--- src/cial_cfg_pkg.sv ---
// sizes and widths for the completion-queue interrupt aggregator
// cq counts per class, index widths, depth width and class arbiter size

package cial_cfg_pkg;

  // ----------------------------------------------------------
  // cq counts and index widths
  // ----------------------------------------------------------
  localparam int NUM_DIR_CQ = 16;           // directed cqs
  localparam int NUM_LDB_CQ = 8;            // load-balanced cqs

  localparam int DIR_CQ_W = 4;              // dir cq index
  localparam int LDB_CQ_W = 3;              // ldb cq index
  localparam int CQ_W     = DIR_CQ_W;       // common cq field in the request word

  // ----------------------------------------------------------
  // depth and class arbitration
  // ----------------------------------------------------------
  // reported queue depth and the per-class threshold share one width
  localparam int DEPTH_W = 12;

  // class arbiter requests, bit 0 is ldb and bit 1 is dir
  localparam int NUM_CLASS = 2;

endpackage

--- src/cial_msg_pkg.sv ---
// interrupt request word sent out of the aggregator
// dir and ldb views of the word, the union over both, parity coverage width

package cial_msg_pkg;

  import cial_cfg_pkg::*;

  // ----------------------------------------------------------
  // parity coverage
  // ----------------------------------------------------------
  // class bit plus the full cq field, parity makes the total odd
  localparam int IRQ_PAR_W = 1 + CQ_W;

  // ----------------------------------------------------------
  // request word views
  // ----------------------------------------------------------
  // dir reading, class bit is 0
  typedef struct packed {
    logic                parity;
    logic                is_ldb;
    logic [DIR_CQ_W-1:0] cq;
  } irq_dir_view_t;

  // ldb reading, class bit is 1 and the pad above the cq stays 0
  typedef struct packed {
    logic                       parity;
    logic                       is_ldb;
    logic [CQ_W-LDB_CQ_W-1:0]   pad;
    logic [LDB_CQ_W-1:0]        cq;
  } irq_ldb_view_t;

  // one 6-bit word, decoded by its class bit
  typedef union packed {
    irq_dir_view_t dir;
    irq_ldb_view_t ldb;
  } irq_req_t;

endpackage

--- src/cq_int_state.sv ---
// per-cq interrupt state for one class of completion queues
// armed bits set by config writes, pending bits set by qualifying
// enqueue exceptions and cleared when the cq is granted

module cq_int_state
  import cial_cfg_pkg::*;
#(
  parameter int NUM_CQ = NUM_DIR_CQ
) (
    input  logic                        i_clk
  , input  logic                        i_arst_n

  // enqueue exception event
  , input  logic                        i_excep_v
  , input  logic [$clog2(NUM_CQ)-1:0]   i_excep_cq
  , input  logic [DEPTH_W-1:0]          i_excep_depth

  // configuration
  , input  logic [DEPTH_W-1:0]          i_cfg_thresh
  , input  logic                        i_cfg_arm_we
  , input  logic [NUM_CQ-1:0]           i_cfg_arm
  , input  logic [NUM_CQ-1:0]           i_cfg_int_en

  // grant from the class selection
  , input  logic                        i_grant
  , input  logic [$clog2(NUM_CQ)-1:0]   i_grant_cq

  , output logic [NUM_CQ-1:0]           o_armed
  , output logic [NUM_CQ-1:0]           o_pending
);

  logic [NUM_CQ-1:0] armed_q;
  logic [NUM_CQ-1:0] armed_d;
  logic [NUM_CQ-1:0] pending_q;
  logic [NUM_CQ-1:0] pending_d;
  logic              depth_hit;
  logic              excep_hit;

  // ----------------------------------------------------------
  // event qualification
  // ----------------------------------------------------------
  assign depth_hit = (i_excep_depth >= i_cfg_thresh);  // at or above threshold

  assign excep_hit = i_excep_v
                   & depth_hit
                   & i_cfg_int_en[i_excep_cq]
                   & armed_q[i_excep_cq];

  // ----------------------------------------------------------
  // next state
  // ----------------------------------------------------------
  always_comb begin
    armed_d   = armed_q;
    pending_d = pending_q;

    if (i_grant) begin
      pending_d[i_grant_cq] = 1'b0;  // request is on its way out
    end

    // a new event on the same cq wins over the grant clear
    if (excep_hit) begin
      armed_d[i_excep_cq]   = 1'b0;
      pending_d[i_excep_cq] = 1'b1;
    end

    // a rearm in the same cycle as the event leaves the cq armed
    if (i_cfg_arm_we) begin
      armed_d = armed_d | i_cfg_arm;
    end
  end

  always_ff @(posedge i_clk or negedge i_arst_n) begin
    if (!i_arst_n) begin
      armed_q   <= '0;
      pending_q <= '0;
    end else begin
      armed_q   <= armed_d;
      pending_q <= pending_d;
    end
  end

  assign o_armed   = armed_q;
  assign o_pending = pending_q;

endmodule

--- src/cq_rr_arb.sv ---
// round-robin arbiter with a registered priority pointer
// combinational winner, pointer moves past the winner on update

module cq_rr_arb
  import cial_cfg_pkg::*;
#(
  parameter int NUM_REQS = NUM_DIR_CQ
) (
    input  logic                          i_clk
  , input  logic                          i_arst_n
  , input  logic [NUM_REQS-1:0]           i_reqs
  , input  logic                          i_update      // winner was taken
  , output logic                          o_winner_v
  , output logic [$clog2(NUM_REQS)-1:0]   o_winner
);

  localparam int IDX_W = $clog2(NUM_REQS);

  logic [IDX_W-1:0] ptr_q;
  logic [IDX_W-1:0] ptr_d;

  // ----------------------------------------------------------
  // winner search starting at the pointer
  // ----------------------------------------------------------
  always_comb begin
    int unsigned idx;

    o_winner_v = 1'b0;
    o_winner   = '0;
    for (int unsigned i = 0; i < NUM_REQS; i++) begin
      idx = (ptr_q + i) % NUM_REQS;  // wraps past the top request
      if (!o_winner_v && i_reqs[idx]) begin
        o_winner_v = 1'b1;
        o_winner   = idx[IDX_W-1:0];
      end
    end
  end

  // ----------------------------------------------------------
  // pointer update
  // ----------------------------------------------------------
  always_comb begin
    ptr_d = ptr_q;
    if (i_update && o_winner_v) begin
      if (o_winner == IDX_W'(NUM_REQS - 1)) begin
        ptr_d = '0;
      end else begin
        ptr_d = o_winner + 1'b1;  // next search starts one past the winner
      end
    end
  end

  always_ff @(posedge i_clk or negedge i_arst_n) begin
    if (!i_arst_n) begin
      ptr_q <= '0;
    end else begin
      ptr_q <= ptr_d;
    end
  end

endmodule

--- src/irq_select.sv ---
// class selection between the dir and ldb cq winners
// grant strobes per class, load strobe, request word with odd parity

module irq_select
  import cial_cfg_pkg::*, cial_msg_pkg::*;
(
    input  logic                  i_clk
  , input  logic                  i_arst_n

  // per-class winners
  , input  logic                  i_dir_v
  , input  logic [DIR_CQ_W-1:0]   i_dir_cq
  , input  logic                  i_ldb_v
  , input  logic [LDB_CQ_W-1:0]   i_ldb_cq

  , input  logic                  i_accept       // output register can take a word

  , output logic                  o_grant_dir
  , output logic                  o_grant_ldb
  , output logic                  o_load
  , output irq_req_t              o_req
);

  logic                         cls_v;
  logic [$clog2(NUM_CLASS)-1:0] cls_win;       // 1 selects dir
  logic                         cls_update;
  irq_req_t                     req_word;
  logic [IRQ_PAR_W-1:0]         par_data;

  // ----------------------------------------------------------
  // class arbiter
  // ----------------------------------------------------------
  cq_rr_arb #(
    .NUM_REQS ( NUM_CLASS )
  ) i_cls_arb (
      .i_clk      ( i_clk )
    , .i_arst_n   ( i_arst_n )
    , .i_reqs     ( {i_dir_v, i_ldb_v} )
    , .i_update   ( cls_update )
    , .o_winner_v ( cls_v )
    , .o_winner   ( cls_win )
  );

  assign cls_update  = i_accept & cls_v;  // no grant while the output is stalled
  assign o_load      = cls_update;
  assign o_grant_dir = cls_update &  cls_win[0];
  assign o_grant_ldb = cls_update & ~cls_win[0];

  // ----------------------------------------------------------
  // request word
  // ----------------------------------------------------------
  always_comb begin
    req_word = '0;
    if (cls_win[0]) begin
      req_word.dir.is_ldb = 1'b0;
      req_word.dir.cq     = i_dir_cq;
    end else begin
      req_word.ldb.is_ldb = 1'b1;
      req_word.ldb.pad    = '0;
      req_word.ldb.cq     = i_ldb_cq;
    end

    // the full cq field is covered, so the ldb pad counts as well
    par_data            = {req_word.dir.is_ldb, req_word.dir.cq};
    req_word.dir.parity = ~^par_data;  // odd
  end

  assign o_req = req_word;

endmodule

--- src/irq_out_reg.sv ---
// one-entry holding register for the interrupt request word
// valid/ready handshake toward the consumer, empty flag for idle

module irq_out_reg
  import cial_msg_pkg::*;
(
    input  logic      i_clk
  , input  logic      i_arst_n

  , input  logic      i_load      // new word from the class selection
  , input  irq_req_t  i_req
  , input  logic      i_ready

  , output logic      o_accept    // a load this cycle will be taken
  , output logic      o_valid
  , output irq_req_t  o_req
  , output logic      o_empty
);

  logic     valid_q;
  logic     take;
  irq_req_t req_q;

  // ----------------------------------------------------------
  // handshake
  // ----------------------------------------------------------
  assign take     = valid_q & i_ready;
  assign o_accept = ~valid_q | i_ready;   // empty, or emptied this edge

  always_ff @(posedge i_clk or negedge i_arst_n) begin
    if (!i_arst_n) begin
      valid_q <= 1'b0;
    end else if (i_load) begin
      valid_q <= 1'b1;
    end else if (take) begin
      valid_q <= 1'b0;
    end
  end

  // payload holds still until the next load
  always_ff @(posedge i_clk) begin
    if (i_load) begin
      req_q <= i_req;
    end
  end

  assign o_valid = valid_q;
  assign o_req   = req_q;
  assign o_empty = ~valid_q;

endmodule

--- src/cq_int_top.sv ---
// completion-queue interrupt aggregator top level
// per-class cq state and round-robin arbiters, class selection,
// output holding register and the idle flag

module cq_int_top
  import cial_cfg_pkg::*, cial_msg_pkg::*;
(
    input  logic                    i_clk
  , input  logic                    i_arst_n

  // dir class
  , input  logic                    i_excep_dir_v
  , input  logic [DIR_CQ_W-1:0]     i_excep_dir_cq
  , input  logic [DEPTH_W-1:0]      i_excep_dir_depth
  , input  logic [DEPTH_W-1:0]      i_cfg_thresh_dir
  , input  logic                    i_cfg_arm_dir_we
  , input  logic [NUM_DIR_CQ-1:0]   i_cfg_arm_dir
  , input  logic [NUM_DIR_CQ-1:0]   i_cfg_int_en_dir
  , input  logic [NUM_DIR_CQ-1:0]   i_cfg_mask_dir

  // ldb class
  , input  logic                    i_excep_ldb_v
  , input  logic [LDB_CQ_W-1:0]     i_excep_ldb_cq
  , input  logic [DEPTH_W-1:0]      i_excep_ldb_depth
  , input  logic [DEPTH_W-1:0]      i_cfg_thresh_ldb
  , input  logic                    i_cfg_arm_ldb_we
  , input  logic [NUM_LDB_CQ-1:0]   i_cfg_arm_ldb
  , input  logic [NUM_LDB_CQ-1:0]   i_cfg_int_en_ldb
  , input  logic [NUM_LDB_CQ-1:0]   i_cfg_mask_ldb

  , output logic [NUM_DIR_CQ-1:0]   o_armed_dir
  , output logic [NUM_LDB_CQ-1:0]   o_armed_ldb
  , output logic [NUM_DIR_CQ-1:0]   o_irq_dir
  , output logic [NUM_LDB_CQ-1:0]   o_irq_ldb

  // request output
  , output irq_req_t                o_req
  , output logic                    o_req_valid
  , input  logic                    i_req_ready

  , output logic                    o_idle
);

  logic [NUM_DIR_CQ-1:0] arb_reqs_dir;
  logic [NUM_LDB_CQ-1:0] arb_reqs_ldb;
  logic                  winner_v_dir;
  logic                  winner_v_ldb;
  logic [DIR_CQ_W-1:0]   winner_dir;
  logic [LDB_CQ_W-1:0]   winner_ldb;
  logic                  grant_dir;
  logic                  grant_ldb;
  logic                  load;
  logic                  accept;
  logic                  out_empty;
  irq_req_t              sel_req;

  // ----------------------------------------------------------
  // per-class cq state
  // ----------------------------------------------------------
  cq_int_state #(
    .NUM_CQ ( NUM_DIR_CQ )
  ) i_state_dir (
      .i_clk         ( i_clk )
    , .i_arst_n      ( i_arst_n )
    , .i_excep_v     ( i_excep_dir_v )
    , .i_excep_cq    ( i_excep_dir_cq )
    , .i_excep_depth ( i_excep_dir_depth )
    , .i_cfg_thresh  ( i_cfg_thresh_dir )
    , .i_cfg_arm_we  ( i_cfg_arm_dir_we )
    , .i_cfg_arm     ( i_cfg_arm_dir )
    , .i_cfg_int_en  ( i_cfg_int_en_dir )
    , .i_grant       ( grant_dir )
    , .i_grant_cq    ( winner_dir )
    , .o_armed       ( o_armed_dir )
    , .o_pending     ( o_irq_dir )
  );

  cq_int_state #(
    .NUM_CQ ( NUM_LDB_CQ )
  ) i_state_ldb (
      .i_clk         ( i_clk )
    , .i_arst_n      ( i_arst_n )
    , .i_excep_v     ( i_excep_ldb_v )
    , .i_excep_cq    ( i_excep_ldb_cq )
    , .i_excep_depth ( i_excep_ldb_depth )
    , .i_cfg_thresh  ( i_cfg_thresh_ldb )
    , .i_cfg_arm_we  ( i_cfg_arm_ldb_we )
    , .i_cfg_arm     ( i_cfg_arm_ldb )
    , .i_cfg_int_en  ( i_cfg_int_en_ldb )
    , .i_grant       ( grant_ldb )
    , .i_grant_cq    ( winner_ldb )
    , .o_armed       ( o_armed_ldb )
    , .o_pending     ( o_irq_ldb )
  );

  // ----------------------------------------------------------
  // per-class cq arbiters
  // ----------------------------------------------------------
  // mask only hides a cq from arbitration, its pending bit stays
  assign arb_reqs_dir = o_irq_dir & ~i_cfg_mask_dir;
  assign arb_reqs_ldb = o_irq_ldb & ~i_cfg_mask_ldb;

  cq_rr_arb #(
    .NUM_REQS ( NUM_DIR_CQ )
  ) i_arb_dir (
      .i_clk      ( i_clk )
    , .i_arst_n   ( i_arst_n )
    , .i_reqs     ( arb_reqs_dir )
    , .i_update   ( grant_dir )
    , .o_winner_v ( winner_v_dir )
    , .o_winner   ( winner_dir )
  );

  cq_rr_arb #(
    .NUM_REQS ( NUM_LDB_CQ )
  ) i_arb_ldb (
      .i_clk      ( i_clk )
    , .i_arst_n   ( i_arst_n )
    , .i_reqs     ( arb_reqs_ldb )
    , .i_update   ( grant_ldb )
    , .o_winner_v ( winner_v_ldb )
    , .o_winner   ( winner_ldb )
  );

  // ----------------------------------------------------------
  // class selection and output register
  // ----------------------------------------------------------
  irq_select i_select (
      .i_clk       ( i_clk )
    , .i_arst_n    ( i_arst_n )
    , .i_dir_v     ( winner_v_dir )
    , .i_dir_cq    ( winner_dir )
    , .i_ldb_v     ( winner_v_ldb )
    , .i_ldb_cq    ( winner_ldb )
    , .i_accept    ( accept )
    , .o_grant_dir ( grant_dir )
    , .o_grant_ldb ( grant_ldb )
    , .o_load      ( load )
    , .o_req       ( sel_req )
  );

  irq_out_reg i_out_reg (
      .i_clk    ( i_clk )
    , .i_arst_n ( i_arst_n )
    , .i_load   ( load )
    , .i_req    ( sel_req )
    , .i_ready  ( i_req_ready )
    , .o_accept ( accept )
    , .o_valid  ( o_req_valid )
    , .o_req    ( o_req )
    , .o_empty  ( out_empty )
  );

  // idle once nothing is pending and the output word is gone
  assign o_idle = ~((|o_irq_dir) | (|o_irq_ldb)) & out_empty;

endmodule

--- config.mk ---
export PLATFORM = sky130hd
export DESIGN_NAME = cq_int_top
export DESIGN_NICKNAME = d
export VERILOG_FILES = /design/src/cial_cfg_pkg.sv /design/src/cial_msg_pkg.sv /design/src/cq_int_state.sv /design/src/cq_rr_arb.sv /design/src/irq_select.sv /design/src/irq_out_reg.sv /design/src/cq_int_top.sv
export SDC_FILE = /design/constraint.sdc
export NUM_CORES = 1
export LEC_CHECK = 0
export ABC_AREA = 1
export BUFFER_PORTS_ARGS = -buffer_cell sky130_fd_sc_hd__clkbuf_2
export CORE_MARGIN = 3
export CORE_UTILIZATION = 48
export DETAILED_ROUTE_END_ITERATION = 10
export PLACE_DENSITY_LB_ADDON = 0.12
export REMOVE_ABC_BUFFERS = 1
export SLEW_MARGIN = 20
export SYNTH_ARGS = -nofsm -noshare
export SYNTH_HDL_FRONTEND = slang
export SYNTH_SLANG_ARGS = --single-unit
--- constraint.sdc ---
create_clock -name i_clk -period 3.8 [get_ports i_clk]
set_clock_uncertainty 0.05 [all_clocks]
set_input_delay 0.38 -clock i_clk [delete_from_list [all_inputs] [get_ports i_clk]]
set_output_delay 0.38 -clock i_clk [all_outputs]
set_load 0.02 [all_outputs]
### Word-level counts from Yosys, hierarchy flattened

Cells that the tools add are included.

* register bits after elaboration: 63
* latch bits: 0
* memory bits (writable): 0
* bits in read-only memories: 0
* input bits: 134
* memories: 0

* $add $sub $neg: 26
* multipliers: 0
* div/mod/pow operators: 0
* $lt $le $gt $ge: 36
* eq/ne operators: 2
* shift operators: 0
* muxes and demuxes: 134
* bitwise logic cells: 32
* reductions and logical operators: 57

Operators by type and width (count)
* less-than comparator 4 x 5 -> 1 bit (second input constant): 18
* binary-select mux 1 bit (select 4 bit): 18
* 2-to-1 mux 4 bit: 17
* 2-to-1 mux 1 bit: 67
* 2-to-1 mux 16 bit: 4
* bitwise AND 16 bit: 3
* NOT 16 bit: 3
* less-than comparator 3 x 4 -> 1 bit (second input constant): 10
* adder 4 bit (second input constant): 8
* 2-to-1 mux 8 bit: 4
* OR 16 bit: 2
* binary-select mux 1 bit (select 3 bit): 10
* logical AND 1 bit: 30
* 2-to-1 mux 3 bit: 9
* bitwise AND 8 bit: 3
* >= comparator 12 bit: 2
* NOT 8 bit: 3
* logical NOT 1 bit: 23
* adder 4 x 3 -> 4 bit (second input constant): 4
* OR 8 bit: 2
* OR reduction 16 bit: 1
* adder 3 bit (second input constant): 4
* bitwise AND 1 bit: 11
* adder 4 x 1 -> 4 bit (second input constant): 2
* other kinds (17): 29

### Depth between registers and ports, before layout

* depth in word-level cells: 61
* depth in mapped cells: 29

### Hierarchy

A second synthesis with hierarchy kept.

* cells, all modules: 1250
* area total of the unflattened synthesis: 7613.6 µm²

By module, submodules not included
* cq_int_state (i_state_dir): instances 1, cells each 385, area an instance 2498.6 µm², seq. area each 800.8 µm²
* cq_rr_arb (i_arb_dir): instances 1, cells each 394, area an instance 2117.0 µm², seq. area each 100.1 µm²
* cq_int_state (i_state_ldb): instances 1, cells each 194, area an instance 1323.8 µm², seq. area each 400.4 µm²
* cq_rr_arb (i_arb_ldb): instances 1, cells each 145, area an instance 915.9 µm², seq. area each 75.1 µm²
* cq_int_top: instances 1, cells each 72, area an instance 270.3 µm², seq. area each 0.0 µm²
* irq_out_reg: instances 1, cells each 12, area an instance 229.0 µm², seq. area each 205.2 µm²
* irq_select: instances 1, cells each 40, area an instance 200.2 µm², seq. area each 0.0 µm²
* cq_rr_arb (i_select.i_cls_arb): instances 1, cells each 8, area an instance 58.8 µm², seq. area each 25.0 µm²

### Worst setup path after synthesis

OpenSTA, ideal clock, no wires.

* path type: register to register
* from: register i_arb_dir.ptr_q[1]
* to: register i_state_dir.pending_q[3] (netlist: i_state_dir.o_pending[3])
* arrival time: 3.585 ns
* data required time: 3.620 ns
* path slack: 0.035 ns
* cell stages (with the launch flop): 26
* cells stage by stage: dfrtp_1 inv_1 buf_2 ha_1 inv_1 clkbuf_1 nand3_1 nand3_1 nand3_1 nand2_2 nand2_2 nor2_4 nand4_4 nor2_4 nand4_4 nor2_4 nand2_1 nor2_2 nand3_1 nand3_1 and2_1 buf_2 ha_1 nand2_1 o21ai_0 o21ai_0

* longest elaborated chain between the ends: 59

Ends and longest elaborated chain
* from (decl): RTL line cq_rr_arb.sv:19 `logic [IDX_W-1:0] ptr_q;`
* from (signal assigned): RTL line cq_rr_arb.sv:57 `ptr_q <= ptr_d;`
* branches (longest 56 deep; another with adder 4 x 1 -> 4 bit)
* 2-to-1 mux 16 bit *: RTL line cq_int_state.sv:56 `if (i_grant) begin`
* OR 16 bit (no source line)
* 2-to-1 mux 16 bit *: RTL line cq_int_state.sv:61 `if (excep_hit) begin`
* via i_state_dir.pending_d[3]: RTL line cq_int_state.sv:35 `logic [NUM_CQ-1:0] pending_d;`
* to (signal assigned): RTL line cq_int_state.sv:78 `pending_q <= pending_d;`
* to (decl): RTL line cq_int_state.sv:34 `logic [NUM_CQ-1:0] pending_q;`

Mark *: on every way through the listed nets, which the timed path passes. The select of a mux whose other input is x is not followed.
A chain may end at the register's enable or synchronous reset.

==> results.yml <==
run_status:
  outcome: "complete, no violations"
setup_path:
  end_kind: "register"
  critical_path_class: "reg -> reg"
  endpoint: "i_out_reg.o_req[5]"
  slowest_delay_ps: 440
  cp_cell_sequence: "buf_8, buf_4, nand3_1, nand3_1, nand3_2, nand3_1, nand2_4, nand2_2, nor2_4, nand4_4, nor2_4, nand4_4, nor2_4, nand4_4, nor2_4, buf_4, nand2_4, nand2_8, buf_4, nand2_1, nand3_1, nand3_2, nand3_1, nand2_1"
  r2r_slack_ps: 170
  timing.rr.end: "i_out_reg.o_req[5]"
  critPathSlowestCell: "dfrtp_2"
  path_depth: 24
  critPathArrivalTime_ps: 3680
  reg2reg_depth: 24
  cp.required_ps: 3840
  reg2reg_from: "i_arb_dir.ptr_q[0]"
  worst_path_most_repeated_cell: "nand3_1"
  path_buf_inv: 4
  startpoint: "i_arb_dir.ptr_q[0]"
  startpoint_type: "register"
  crit_path_max_fanout: 8
  cp_top_family: "simple AND/OR/NAND/NOR gates"
route:
  wl_per_cell_um: 15.0
  drc: 0
  drt-vias-per-instance: 5.42
  first_iter_violations: 544
  firstDrtPassIters: 5
  wl_mm: 20.6
  antenna_left: 0
  vias: 7446
clock_network:
  clock-sinks: 63
  tritoncts: "done"
  root_buffer: "clkbuf_16"
  htreeDepth: 3
  clk_path_buf_depth: 2
  clk_pin_slew_ps: 60
  clkLatencyLatePin_ps: 340
  holdBufCountCts: 0
  cts_buffers: 9
timing:
  period_share_pct: 95.7
  maxSlewHeadroom_pct: 43.1
  max_freq_mhz: 275
  drv_slew: 0
  setup_violations: 0
  tightestPinTransition_ps: 853
  min_period_ps: 3630
  setup-tns-final_ps: 0
  hold_viol_final: 0
finish:
  drive_gt1_share_pct: 29.0
  syn_to_final_growth_pct: 32.6
  diodes: 0
  design.final.nets: 1369
synth:
  synthTopCellsByArea: "dfrtp_1 (23%), nand2_1 (14%), nand3_1 (12%)"
  yosys_warnings: 0
  ys_async_sr_fraction_pct: 90.5
  syn_avg_cell_area_um2: 6.50
  synth_top_family_by_area: "simple AND/OR/NAND/NOR gates"
  yosys.cell_types.count: 55
  synth_edf_count: 6
  synth_xor_area_share_pct: 2.33
  yosysTopAreaCell: "dfrtp_1"
  synth.cell_area_um2: 6280
  synth_compound_area_share_pct: 14.2
  synth_most_common_cell: "nand2_1"
  yosys_most_used_dff: "dfrtp_1"
  synth-seq-cells: 63
  syn_inst: 966
  synth_common_cells: "nand2_1 (235), nand3_1 (154), inv_1 (139), o21ai_0 (76), nor2_1 (71)"
  synthMuxAreaShare_pct: 0.159
  synth_top_area_share_pct: 22.7
  yosysSeqAreaShare_pct: 25.6
  synthAdderAreaFrac_pct: 7.77
  yosys.area_share.simple_pct: 39.2
die:
  io-pin-count: 190
  coreArea_um2: 12700
  dieArea_um2: 14500
  row_count: 41
  dieWidth_um: 120
  die_y_um: 120
  start_util_pct: 49.3
global_routing:
  antenna_found_initial: 0
  grt_pass1_wl_mm: 31.9
  grt_max_degree: 34
  grt-ovfl-total: 0
  grt_util_met2_pct: 45.2
  grt_busiest_layer: "met2"
  gr-usage-met3_pct: 4.49
  track_usage_pct: 27.2
  met1_usage_pct: 35.5
  grt_pass1_vias: 6734
placed_design:
  gp_congestion: 0.993
  dp_hpwl_mm: 16.4
  io_buffer_count: 189
job:
  cap_violations: 0
min_path:
  hold_path_class: "in -> async"
stage by stage:
stage | util, % | setup slack, ps | area (um2) | std cells | hold slack [ps]
floorplan | - | -260 | 6160 | 948 | 34.4
global placement | 59.6 | 87.0 | 7580 | 1343 | 438
detailed placement | 59.6 | -48.3 | 7580 | 1343 | 453
CTS | 61.9 | 13.2 | 7880 | 1360 | 113
global route | 65.4 | -14.2 | 8320 | 1373 | 163
finish | 65.4 | 165 | 8320 | 1373 | 96.9
state kept, by name, summed over array words and instances (netlist names):
name,flops
i_arb_dir.ptr_q,4
i_state_dir.o_pending,16
i_out_reg.o_valid,1
i_arb_ldb.ptr_q,3
i_out_reg.o_req,6
i_state_ldb.o_armed,8
i_select.i_cls_arb.ptr_q,1
i_state_ldb.o_pending,8
i_state_dir.o_armed,16
layer usage:
metal  part of all wire (%)  routed length [um]
met1                     42                8650
met2                     47                9700
met3                    8.2                1680
met4                    2.6                 534
met5                      0                   0
layout by cell type, fill, tap and decap left out, types with 18 or more instances in the layout:
cell type | Yosys | layout
nand3_1 | 154 | 141
a21oi_1 | 25 | 24
nor2_1 | 71 | 65
clkbuf_2 | 0 | 189
nand2_1 | 235 | 222
ha_1 | 39 | 33
o21ai_0 | 76 | 65
o21ai_1 | 14 | 23
nand3_2 | 6 | 18
buf_4 | 4 | 41
inv_1 | 139 | 135
dfrtp_1 | 57 | 54
final cells by class:
type | count | area [um2]
timing repair buffer | 237 | 1360
sequential | 63 | 1610
tap | 172 | 215
multi-input combinational | 736 | 4290
clock buffer | 9 | 225
clock inverter | 7 | 57.6
fill | 1229 | 4400
inverter | 149 | 567
how the worst min path moves through the flow:
stage                                     endpoint  slack (ps)  cells past startpoint
after floorplan                 i_arb_dir.ptr_q[0]          30                      0
after global placement    i_select.i_cls_arb.ptr_q         440                      2
after detailed placement  i_select.i_cls_arb.ptr_q         450                      2
after CTS                   i_state_ldb.o_armed[0]         110                      1
after global routing        i_state_ldb.o_armed[0]         160                      1
final                       i_state_ldb.o_armed[7]         100                      1
cell families (layout without fill, tap and decap cells):
family | count (synthesis) | in the layout
AND/OR/NAND/NOR | 529 | 529
buffers and inverters | 167 | 402
AO/OA/AOI/OAI | 155 | 155
flip-flops | 63 | 63
multiplexers | 1 | 1
XOR/XNOR | 12 | 12
adder cells (fa/ha/maj) | 39 | 39
timing repair:
item	in CTS	in global routing
endpoints found under the hold margin	0	0
setup endpoints to repair	3	31
cloned	0	1
pin swaps	1	12
gates resized for setup	3	86
buffers inserted	1	12
Power is left out: the tool's default activity adds up to more than one toggle a clock period on the data nets, which glitch-free logic cannot reach.
